[src/design/ddr3_app_pkg.sv]
// memory-side widths shared by the write path toward the DDR3 controller
package ddr3_app_pkg;

    // controller application address, column bits included
    localparam int app_addr_width = 26;

    // burst address, one step per single-beat burst
    localparam int burst_addr_width = 23;

    // zero bits appended below a burst address to form app_addr
    localparam int col_offset_bits = 3;

    // per-record countdowns and the total burst count of a fill
    localparam int burst_count_width = 24;

    // credit counter between accepted data and accepted addresses
    // five bits give headroom for a long address stall
    localparam int throttle_width = 5;

endpackage

[src/design/fill_record_pkg.sv]
// layout of the tagged 132-bit records coming out of the ADC FIFO
package fill_record_pkg;

    // one FIFO record word
    localparam int record_width = 132;

    // tag sits in the top four bits of every record word
    localparam int tag_width = 4;

    // known tag codes
    localparam logic [tag_width-1:0] tag_fill_header = 4'd1;
    localparam logic [tag_width-1:0] tag_waveform_header = 4'd2;
    localparam logic [tag_width-1:0] tag_checksum = 4'd4;

    // record word with the tag stripped off
    localparam int payload_width = 128;

    // start address field of the fill header, bits 53 to 75
    localparam int start_addr_lsb = 53;

    // burst count of a waveform header, bits 0 to 22
    localparam int burst_field_width = 23;

    // fill summary written to the header FIFO
    // total burst count (24 bits) above the 128-bit payload
    localparam int summary_width = 152;

endpackage

[src/design/record_sequencer.sv]
`timescale 1ns/1ps

module record_sequencer import fill_record_pkg::*; (
    input  logic                 clk,
    input  logic                 reset,
    input  logic                 acq_enabled,
    input  logic                 acq_done,
    input  logic                 fifo_empty,
    input  logic [tag_width-1:0] fifo_tag,
    input  logic                 record_complete,
    output logic                 start_fill,
    output logic                 start_waveform,
    output logic                 start_checksum,
    output logic                 writing,
    output logic                 summary_wr_en,
    output logic                 sync_err,
    output logic                 done
);

    // one-hot fill states
    typedef enum logic [9:0] {
        st_idle       = 10'b00_0000_0001,
        st_tag_test   = 10'b00_0000_0010,
        st_sync_err   = 10'b00_0000_0100,
        st_init_fill  = 10'b00_0000_1000,
        st_init_wfm   = 10'b00_0001_0000,
        st_init_cksm  = 10'b00_0010_0000,
        st_write      = 10'b00_0100_0000,
        st_write_cksm = 10'b00_1000_0000,
        st_summary    = 10'b01_0000_0000,
        st_done       = 10'b10_0000_0000
    } fill_state_t;

    fill_state_t state;
    fill_state_t next_state;

    logic acq_done_meta;
    logic acq_done_sync;

    // acq_done comes from the acquisition side, two flops before use
    always_ff @(posedge clk) begin
        if (reset) begin
            acq_done_meta <= 1'b0;
            acq_done_sync <= 1'b0;
        end else begin
            acq_done_meta <= acq_done;
            acq_done_sync <= acq_done_meta;
        end
    end

    // dropping acq_enabled abandons the fill and clears a sync error
    always_ff @(posedge clk) begin
        if (reset || !acq_enabled) begin
            state <= st_idle;
        end else begin
            state <= next_state;
        end
    end

    always_comb begin
        next_state = state;
        unique case (state)
            // FIFO is first-word fall-through, non-empty means the head is valid
            st_idle: begin
                if (!fifo_empty) begin
                    next_state = st_tag_test;
                end
            end
            st_tag_test: begin
                if (fifo_tag == tag_fill_header) begin
                    next_state = st_init_fill;
                end else if (fifo_tag == tag_waveform_header) begin
                    next_state = st_init_wfm;
                end else if (fifo_tag == tag_checksum) begin
                    next_state = st_init_cksm;
                end else begin
                    // lost record framing, park here
                    next_state = st_sync_err;
                end
            end
            st_sync_err: next_state = st_sync_err;
            st_init_fill: next_state = st_write;
            st_init_wfm: next_state = st_write;
            st_init_cksm: next_state = st_write_cksm;
            // header or waveform record, back to idle for the next tag
            st_write: begin
                if (record_complete) begin
                    next_state = st_idle;
                end
            end
            // checksum is the last record of a fill
            st_write_cksm: begin
                if (record_complete) begin
                    next_state = st_summary;
                end
            end
            st_summary: next_state = st_done;
            // hold done until the acquisition side finishes
            st_done: begin
                if (acq_done_sync) begin
                    next_state = st_idle;
                end
            end
            default: next_state = st_idle;
        endcase
    end

    // init states double as the one-cycle start pulses
    assign start_fill = (state == st_init_fill);
    assign start_waveform = (state == st_init_wfm);
    assign start_checksum = (state == st_init_cksm);

    assign writing = (state == st_write) || (state == st_write_cksm);
    assign summary_wr_en = (state == st_summary);
    assign sync_err = (state == st_sync_err);
    assign done = (state == st_done);

    a_state_onehot: assert property (@(posedge clk) disable iff (reset)
        $onehot(state));

    // start pulses drive separate countdown loads in burst_tracker
    a_start_exclusive: assert property (@(posedge clk) disable iff (reset)
        $onehot0({start_fill, start_waveform, start_checksum}));

endmodule

[src/design/burst_tracker.sv]
`timescale 1ns/1ps

module burst_tracker import ddr3_app_pkg::*, fill_record_pkg::*; (
    input  logic                         clk,
    input  logic                         reset,
    input  logic                         start_fill,
    input  logic                         start_waveform,
    input  logic                         start_checksum,
    input  logic                         writing,
    input  logic [burst_field_width-1:0] burst_field,
    input  logic                         fifo_empty,
    input  logic                         app_wdf_rdy,
    input  logic                         wr_app_rdy,
    output logic                         app_wdf_wren,
    output logic                         app_wdf_end,
    output logic                         wr_app_en,
    output logic                         fifo_rd_en,
    output logic                         addr_accept,
    output logic                         record_complete
);

    // words and addresses still owed for the current record
    logic [burst_count_width-1:0] data_left;
    logic [burst_count_width-1:0] addr_left;
    // data words accepted but not yet matched by an address
    logic [throttle_width-1:0]    credit;
    logic                         data_accept;

    assign data_accept = app_wdf_wren && app_wdf_rdy;
    assign addr_accept = wr_app_en && wr_app_rdy;

    // fill header and checksum are one word, a waveform is its header plus the data
    always_ff @(posedge clk) begin
        if (reset) begin
            data_left <= '0;
            addr_left <= '0;
        end else if (start_fill || start_checksum) begin
            data_left <= burst_count_width'(1);
            addr_left <= burst_count_width'(1);
        end else if (start_waveform) begin
            data_left <= burst_count_width'(burst_field) + burst_count_width'(1);
            addr_left <= burst_count_width'(burst_field) + burst_count_width'(1);
        end else begin
            if (data_accept) begin
                data_left <= data_left - burst_count_width'(1);
            end
            if (addr_accept) begin
                addr_left <= addr_left - burst_count_width'(1);
            end
        end
    end

    // throttle, an address only goes out once its data has been taken
    always_ff @(posedge clk) begin
        if (reset) begin
            credit <= '0;
        end else if (data_accept && !addr_accept) begin
            credit <= credit + throttle_width'(1);
        end else if (addr_accept && !data_accept) begin
            credit <= credit - throttle_width'(1);
        end
    end

    // single-beat bursts, end marks every data word
    assign app_wdf_wren = writing && !fifo_empty && (data_left != '0);
    assign app_wdf_end = app_wdf_wren;
    // pop the head exactly when the controller takes it
    assign fifo_rd_en = data_accept;

    assign wr_app_en = writing && (credit != '0) && (addr_left != '0);

    assign record_complete = (data_left == '0) && (addr_left == '0);

    // credit only leaves zero upward, through a data acceptance
    a_credit_no_underflow: assert property (@(posedge clk) disable iff (reset)
        (credit != '0) && ($past(credit) == '0) |-> $past(data_accept));

    // both countdowns load together, so addresses can never be ahead of data
    a_addr_behind_data: assert property (@(posedge clk) disable iff (reset)
        addr_left >= data_left);

endmodule

[src/design/fill_summary.sv]
`timescale 1ns/1ps

module fill_summary import ddr3_app_pkg::*, fill_record_pkg::*; (
    input  logic                        clk,
    input  logic                        reset,
    input  logic                        start_fill,
    input  logic                        addr_accept,
    input  logic                        summary_wr_en,
    input  logic [record_width-1:0]     fifo_word,
    input  logic [burst_addr_width-1:0] fixed_start_addr,
    input  logic                        use_fixed_start,
    output logic [app_addr_width-1:0]   ddr3_wr_addr,
    output logic [summary_width-1:0]    summary
);

    logic [burst_addr_width-1:0]  burst_addr;
    logic [burst_count_width-1:0] total_count;
    logic [burst_count_width-1:0] summary_total;
    logic [payload_width-1:0]     payload_q;

    // fill header payload, tag dropped
    always_ff @(posedge clk) begin
        if (start_fill) begin
            payload_q <= fifo_word[payload_width-1:0];
        end
    end

    // burst address, start from the header field unless a fixed start is forced
    always_ff @(posedge clk) begin
        if (reset) begin
            burst_addr <= '0;
        end else if (start_fill) begin
            if (use_fixed_start) begin
                burst_addr <= fixed_start_addr;
            end else begin
                burst_addr <= fifo_word[start_addr_lsb +: burst_addr_width];
            end
        end else if (addr_accept) begin
            burst_addr <= burst_addr + burst_addr_width'(1);
        end
    end

    // counts every accepted address, fill header through checksum
    always_ff @(posedge clk) begin
        if (reset || start_fill) begin
            total_count <= '0;
        end else if (addr_accept) begin
            total_count <= total_count + burst_count_width'(1);
        end
    end

    // keep the written total so the summary stays put after the header write
    always_ff @(posedge clk) begin
        if (reset) begin
            summary_total <= '0;
        end else if (summary_wr_en) begin
            summary_total <= total_count;
        end
    end

    // column bits below the burst address are always zero
    assign ddr3_wr_addr = {burst_addr, col_offset_bits'(0)};

    // during the write cycle the live total goes straight through
    assign summary = {summary_wr_en ? total_count : summary_total, payload_q};

endmodule

[src/design/ddr3_wr_control.sv]
`timescale 1ns/1ps

module ddr3_wr_control import ddr3_app_pkg::*, fill_record_pkg::*; (
    input  logic                        clk,
    input  logic                        reset,
    input  logic                        acq_enabled,
    input  logic                        acq_done,
    // ADC FIFO, first-word fall-through
    input  logic [record_width-1:0]     ddr3_wr_fifo_dat,
    input  logic                        ddr3_wr_fifo_empty,
    output logic                        ddr3_wr_fifo_rd_en,
    // controller write data channel
    output logic                        app_wdf_wren,
    input  logic                        app_wdf_rdy,
    output logic                        app_wdf_end,
    // controller address channel
    output logic [app_addr_width-1:0]   ddr3_wr_addr,
    output logic                        wr_app_en,
    input  logic                        wr_app_rdy,
    input  logic [burst_addr_width-1:0] fixed_ddr3_start_addr,
    input  logic                        en_fixed_ddr3_start_addr,
    // header FIFO
    output logic [summary_width-1:0]    fill_header_wr_dat,
    output logic                        fill_header_wr_en,
    // status
    output logic                        ddr3_wr_sync_err,
    output logic                        ddr3_wr_done
);

    logic start_fill;
    logic start_waveform;
    logic start_checksum;
    logic writing;
    logic record_complete;
    logic addr_accept;

    record_sequencer u_record_sequencer (
        .clk             (clk),
        .reset           (reset),
        .acq_enabled     (acq_enabled),
        .acq_done        (acq_done),
        .fifo_empty      (ddr3_wr_fifo_empty),
        .fifo_tag        (ddr3_wr_fifo_dat[record_width-1 -: tag_width]),
        .record_complete (record_complete),
        .start_fill      (start_fill),
        .start_waveform  (start_waveform),
        .start_checksum  (start_checksum),
        .writing         (writing),
        .summary_wr_en   (fill_header_wr_en),
        .sync_err        (ddr3_wr_sync_err),
        .done            (ddr3_wr_done)
    );

    // burst count lives in the low bits of a waveform header
    burst_tracker u_burst_tracker (
        .clk             (clk),
        .reset           (reset),
        .start_fill      (start_fill),
        .start_waveform  (start_waveform),
        .start_checksum  (start_checksum),
        .writing         (writing),
        .burst_field     (ddr3_wr_fifo_dat[burst_field_width-1:0]),
        .fifo_empty      (ddr3_wr_fifo_empty),
        .app_wdf_rdy     (app_wdf_rdy),
        .wr_app_rdy      (wr_app_rdy),
        .app_wdf_wren    (app_wdf_wren),
        .app_wdf_end     (app_wdf_end),
        .wr_app_en       (wr_app_en),
        .fifo_rd_en      (ddr3_wr_fifo_rd_en),
        .addr_accept     (addr_accept),
        .record_complete (record_complete)
    );

    fill_summary u_fill_summary (
        .clk              (clk),
        .reset            (reset),
        .start_fill       (start_fill),
        .addr_accept      (addr_accept),
        .summary_wr_en    (fill_header_wr_en),
        .fifo_word        (ddr3_wr_fifo_dat),
        .fixed_start_addr (fixed_ddr3_start_addr),
        .use_fixed_start  (en_fixed_ddr3_start_addr),
        .ddr3_wr_addr     (ddr3_wr_addr),
        .summary          (fill_header_wr_dat)
    );

endmodule

[config.mk]
export PLATFORM = sky130hd
export DESIGN_NAME = ddr3_wr_control
export DESIGN_NICKNAME = d
export VERILOG_FILES = /design/src/design/ddr3_app_pkg.sv /design/src/design/fill_record_pkg.sv /design/src/design/record_sequencer.sv /design/src/design/burst_tracker.sv /design/src/design/fill_summary.sv /design/src/design/ddr3_wr_control.sv
export SDC_FILE = /design/constraint.sdc
export NUM_CORES = 1
export LEC_CHECK = 0
export BUFFER_PORTS_ARGS = -buffer_cell sky130_fd_sc_hd__buf_4
export CAP_MARGIN = 5
export CELL_PAD_IN_SITES_DETAIL_PLACEMENT = 0
export CELL_PAD_IN_SITES_GLOBAL_PLACEMENT = 1
export CORE_MARGIN = 2
export CORE_UTILIZATION = 43
export DETAILED_ROUTE_END_ITERATION = 12
export HOLD_SLACK_MARGIN = 0.05
export PLACE_DENSITY_LB_ADDON = 0.2
export SYNTH_ARGS = -nofsm -noshare
export SYNTH_HDL_FRONTEND = slang
export SYNTH_SLANG_ARGS = --single-unit
[constraint.sdc]
create_clock -name clk -period 6.6 [get_ports clk]
set_input_delay 0.33 -clock clk [delete_from_list [all_inputs] [get_ports clk]]
set_output_delay 0.33 -clock clk [all_outputs]
set_load 0.02 [all_outputs]
==> summary.md <==
| Metric | Value |
|---|---|
| Top cells by count, synth | `136 x dfxtp_1, 128 x edfxtp_1, 70 x nor2_1` |
| Final setup TNS | `0 ns` |
| Setup CP Type | `reg -> reg` |
| Port bufs | `344` |
| # placed instances | `about 1700` |
| Die Span Y | `168.8 um` |
| Dominant cells by area after synthesis | `edfxtp_1 33%, dfxtp_1 23%, xnor2_1 3.3%` |
| P_leak | `about 6.5 nW` |
| RR Startpoint | `u_burst_tracker.data_left[2]` |
| Setup violators final | `0` |
| 1st-pass router iterations | `5` |
| Num CTS Buffers | `29` |
| Pwr Total | `3.484 mW` |
| Die area | `approximately 0.028 sq mm` |
| Synth top area share | `roughly 33%` |
| Routed vias | `10005` |
| Synth Area in Simple Gates | `around a fifth` |
| Critical path endpoint category | `register` |
| Unrepaired setup endpoints after global routing | `false` |
| CP max FO | `9` |
| Vias in the first global route | `9716` |
| Final wirelength | `34540 um` |
| Worst Tran Pin Value | `~1.0 ns` |
| Post-route DRC | `0` |
| Remaining Overflow, GRT | `0` |
| Largest area contributor in the netlist | `edfxtp_1` |
| Sink Count | `264` |
| Fraction of layout cells with a size suffix above 1 | `28.97%` |
| Syn. warnings | `0` |
| Mean area per synthesized cell | `10.90 sq um` |
| First-pass GRT wire length | `53540 um` |
| Peak Freq | `0.2595 GHz` |
| Max VDD drop | `0.0002206 V` |
| Post-Syn Area | `0.01167 sq mm` |
| Final Slew Violations | `0` |
| Worst setup margin | `roughly 2.7 ns` |
| Final HPWL DP | `23440 um` |
| #FFs+latches synth | `264` |
| Inserted Diodes | `0` |
| Via density | `roughly 5.3` |
| GRT Total Usage | `23.57%` |
| Initial Utilization | `43.56%` |
| CTS tree | `yes` |
| Post-synth EDFFs | `about 130` |
| Layout Nets | `1702` |
| Clock Tree Buf Depth | `3` |
| Post-route insts no fill | `1891` |
| Startpoint Class | `register` |
| Critical hold path startpoint | `ddr3_wr_fifo_dat[131]` |
| Routed Antenna Nets | `0` |
| Worst Hold Slack | `roughly 0.094 ns` |
| Design Area, Final | `0.01675 sq mm` |
| Worst Path Arrival | `4.31 ns` |
| IO Pins | `roughly 350` |
| Max Cap Viol | `0` |
| Compound-Gate Fraction of Synth Area | `10.51%` |
| Hold crit path type | `in -> reg` |
| Adder-cell area share of the yosys netlist | `1.136%` |
| Row cnt | `60` |
| Initial antenna violation count | `0` |
| Worst-Skew Late Latency | `~0.55 ns` |
| DR WL/cell | `~18 um` |
| Core ar. | `0.02680 sq mm` |
| Relative slew slack | `30.84%` |
| Synth cell types | `66` |
| Multiplexer share of the synthesized area | `between 2 and 3%` |
| Starting DRT DRC Count | `636` |
| Crit path time final | `3.854 ns` |
| Status | `complete, no violations` |
| Pwr dens | `about 210 mW/mm^2` |
| Clock Skews | `0.01642 ns` |
| Setup crit start | `u_burst_tracker.data_left[2]` |
| Cell count after synthesis | `1071` |
| Synth Area in XOR/XNOR | `between 6 and 7%` |
| Largest family of logic cells by synthesized area | `simple AND/OR/NAND/NOR gates` |
| Final GP Congestion | `0.8650` |
| DP Area | `between 0.01 and 0.015 sq mm` |
| Post-CTS sizing | `0` |
| Chip width | `approximately 170 um` |
| Layout area overhead | `43.45%` |
| Final Hold Vio Count | `0` |
| H-tree levels | `1` |
| Register area share after synthesis | `roughly 56%` |
| Worst path required time | `7.06 ns` |
| Dpl ws | `2.842 ns` |
| Top-count cell post-synth | `dfxtp_1` |
| Clock transition at path regs | `0.06 ns` |
| Final core utilization | `62.48%` |
| Main flop type after synthesis | `dfxtp_1` |
| Clock root cell | `clkbuf_16` |
| Largest net degree at the start of global routing | `71` |
| Period utilization | `58.39%` |
| Async set-reset flop share out of synthesis | `0%` |
[repair_timing]
item | CTS | global route
hold buffers | 132 | 0
hold endpoints to repair | 134 | 0
endpoints found under the setup margin | 0 | 0
setup buffers | 0 | 0
[cell families after synthesis]
| group | count (synthesis) |
|---|---|
| xor+xnor | 88 |
| compound gates | 186 |
| flops | 264 |
| mux | 30 |
| buf+inv | 86 |
| simple gates | 406 |
| other cells | 1 |
| fa+ha+maj | 10 |
[area by class of cell]
cell class | instances | area (sq um)
clock buffers | 43 | 838.3
clock inverters | 9 | 70.07
fillers | 2199 | 10050
inverters | 26 | 100.1
multi-input cells | 723 | 4773
flip-flops and latches | 264 | 6566
well taps | 341 | 426.7
repair buffers | 485 | 3971
[report_power, final]
group	total, mW	leakage, nW	switching, mW	internal [mW]
Combinational	0.211	3.85	0.0822	0.129
Clock	1.56	0.447	0.646	0.910
Sequential	1.72	2.25	0.00177	1.72
Total	3.48	6.54	0.730	2.75
[routing by layer]
| layer | global-route usage [%] | vias up | share of wire [%] |
|---|---|---|---|
| li1 | - | 4866 | - |
| met1 | 29.81 | 4761 | 42 |
| met2 | 40.16 | 317 | 48 |
| met3 | 5.120 | 61 | 6.8 |
| met4 | 7.834 | 0 | 2.9 |
| met5 | 0 | - | 0 |
[critical path: stages (launching register included)]
cell,delay [ns]
dfxtp_1,0.35
nor4_1,0.64
nand4_1,0.37
o2111ai_2,0.64
inv_1,0.14
ha_1,0.27
inv_1,0.15
ha_1,0.29
a21o_1,0.18
a21oi_1,0.18
xnor2_1,0.10
or3_1,0.31
a21oi_1,0.15
[registers in the layout (all words and copies together) (netlist names)]
name	count
u_burst_tracker.addr_left	24
u_burst_tracker.data_left	24
u_burst_tracker.credit	5
u_fill_summary.payload_q	128
u_fill_summary.total_count	24
u_fill_summary.summary_total	24
u_record_sequencer.acq_done_meta	1
u_record_sequencer.state	10
u_record_sequencer.acq_done_sync	1
u_fill_summary.burst_addr	23
[cell usage in the layout, fill, tap and decap left out, types with 8 or more instances in the layout]
cell,netlist,layout
dlygate4sd3_1,0,132
nand2_1,58,58
and3_1,10,10
buf_4,4,353
xnor2_1,44,44
clkbuf_16,0,29
xor2_1,44,44
or2_2,12,12
nand4_1,24,24
inv_1,25,25
or4_1,11,11
a311oi_1,8,8
nor2b_1,49,49
and4_1,11,11
clkbuf_1,45,8
a211oi_1,38,38
nor4_1,27,27
a21oi_1,55,55
nand3_1,44,43
mux2_2,23,23
dfxtp_1,136,136
o21ai_0,44,44
or3_1,20,20
nor2_1,70,70
nor3_1,36,36
ha_1,9,9
edfxtp_1,128,128
[final timing paths]
path / slack, ns / depth (start not counted) / to
worst max register to register: 2.75 / 12 / u_burst_tracker.credit[4]
worst min register to register: 0.44 / 1 / u_record_sequencer.acq_done_sync
worst max-delay path: 2.75 / 12 / u_burst_tracker.credit[4]
worst min-delay path: 0.09 / 3 / u_record_sequencer.state[3]
Power figures use the tool's default switching activity.
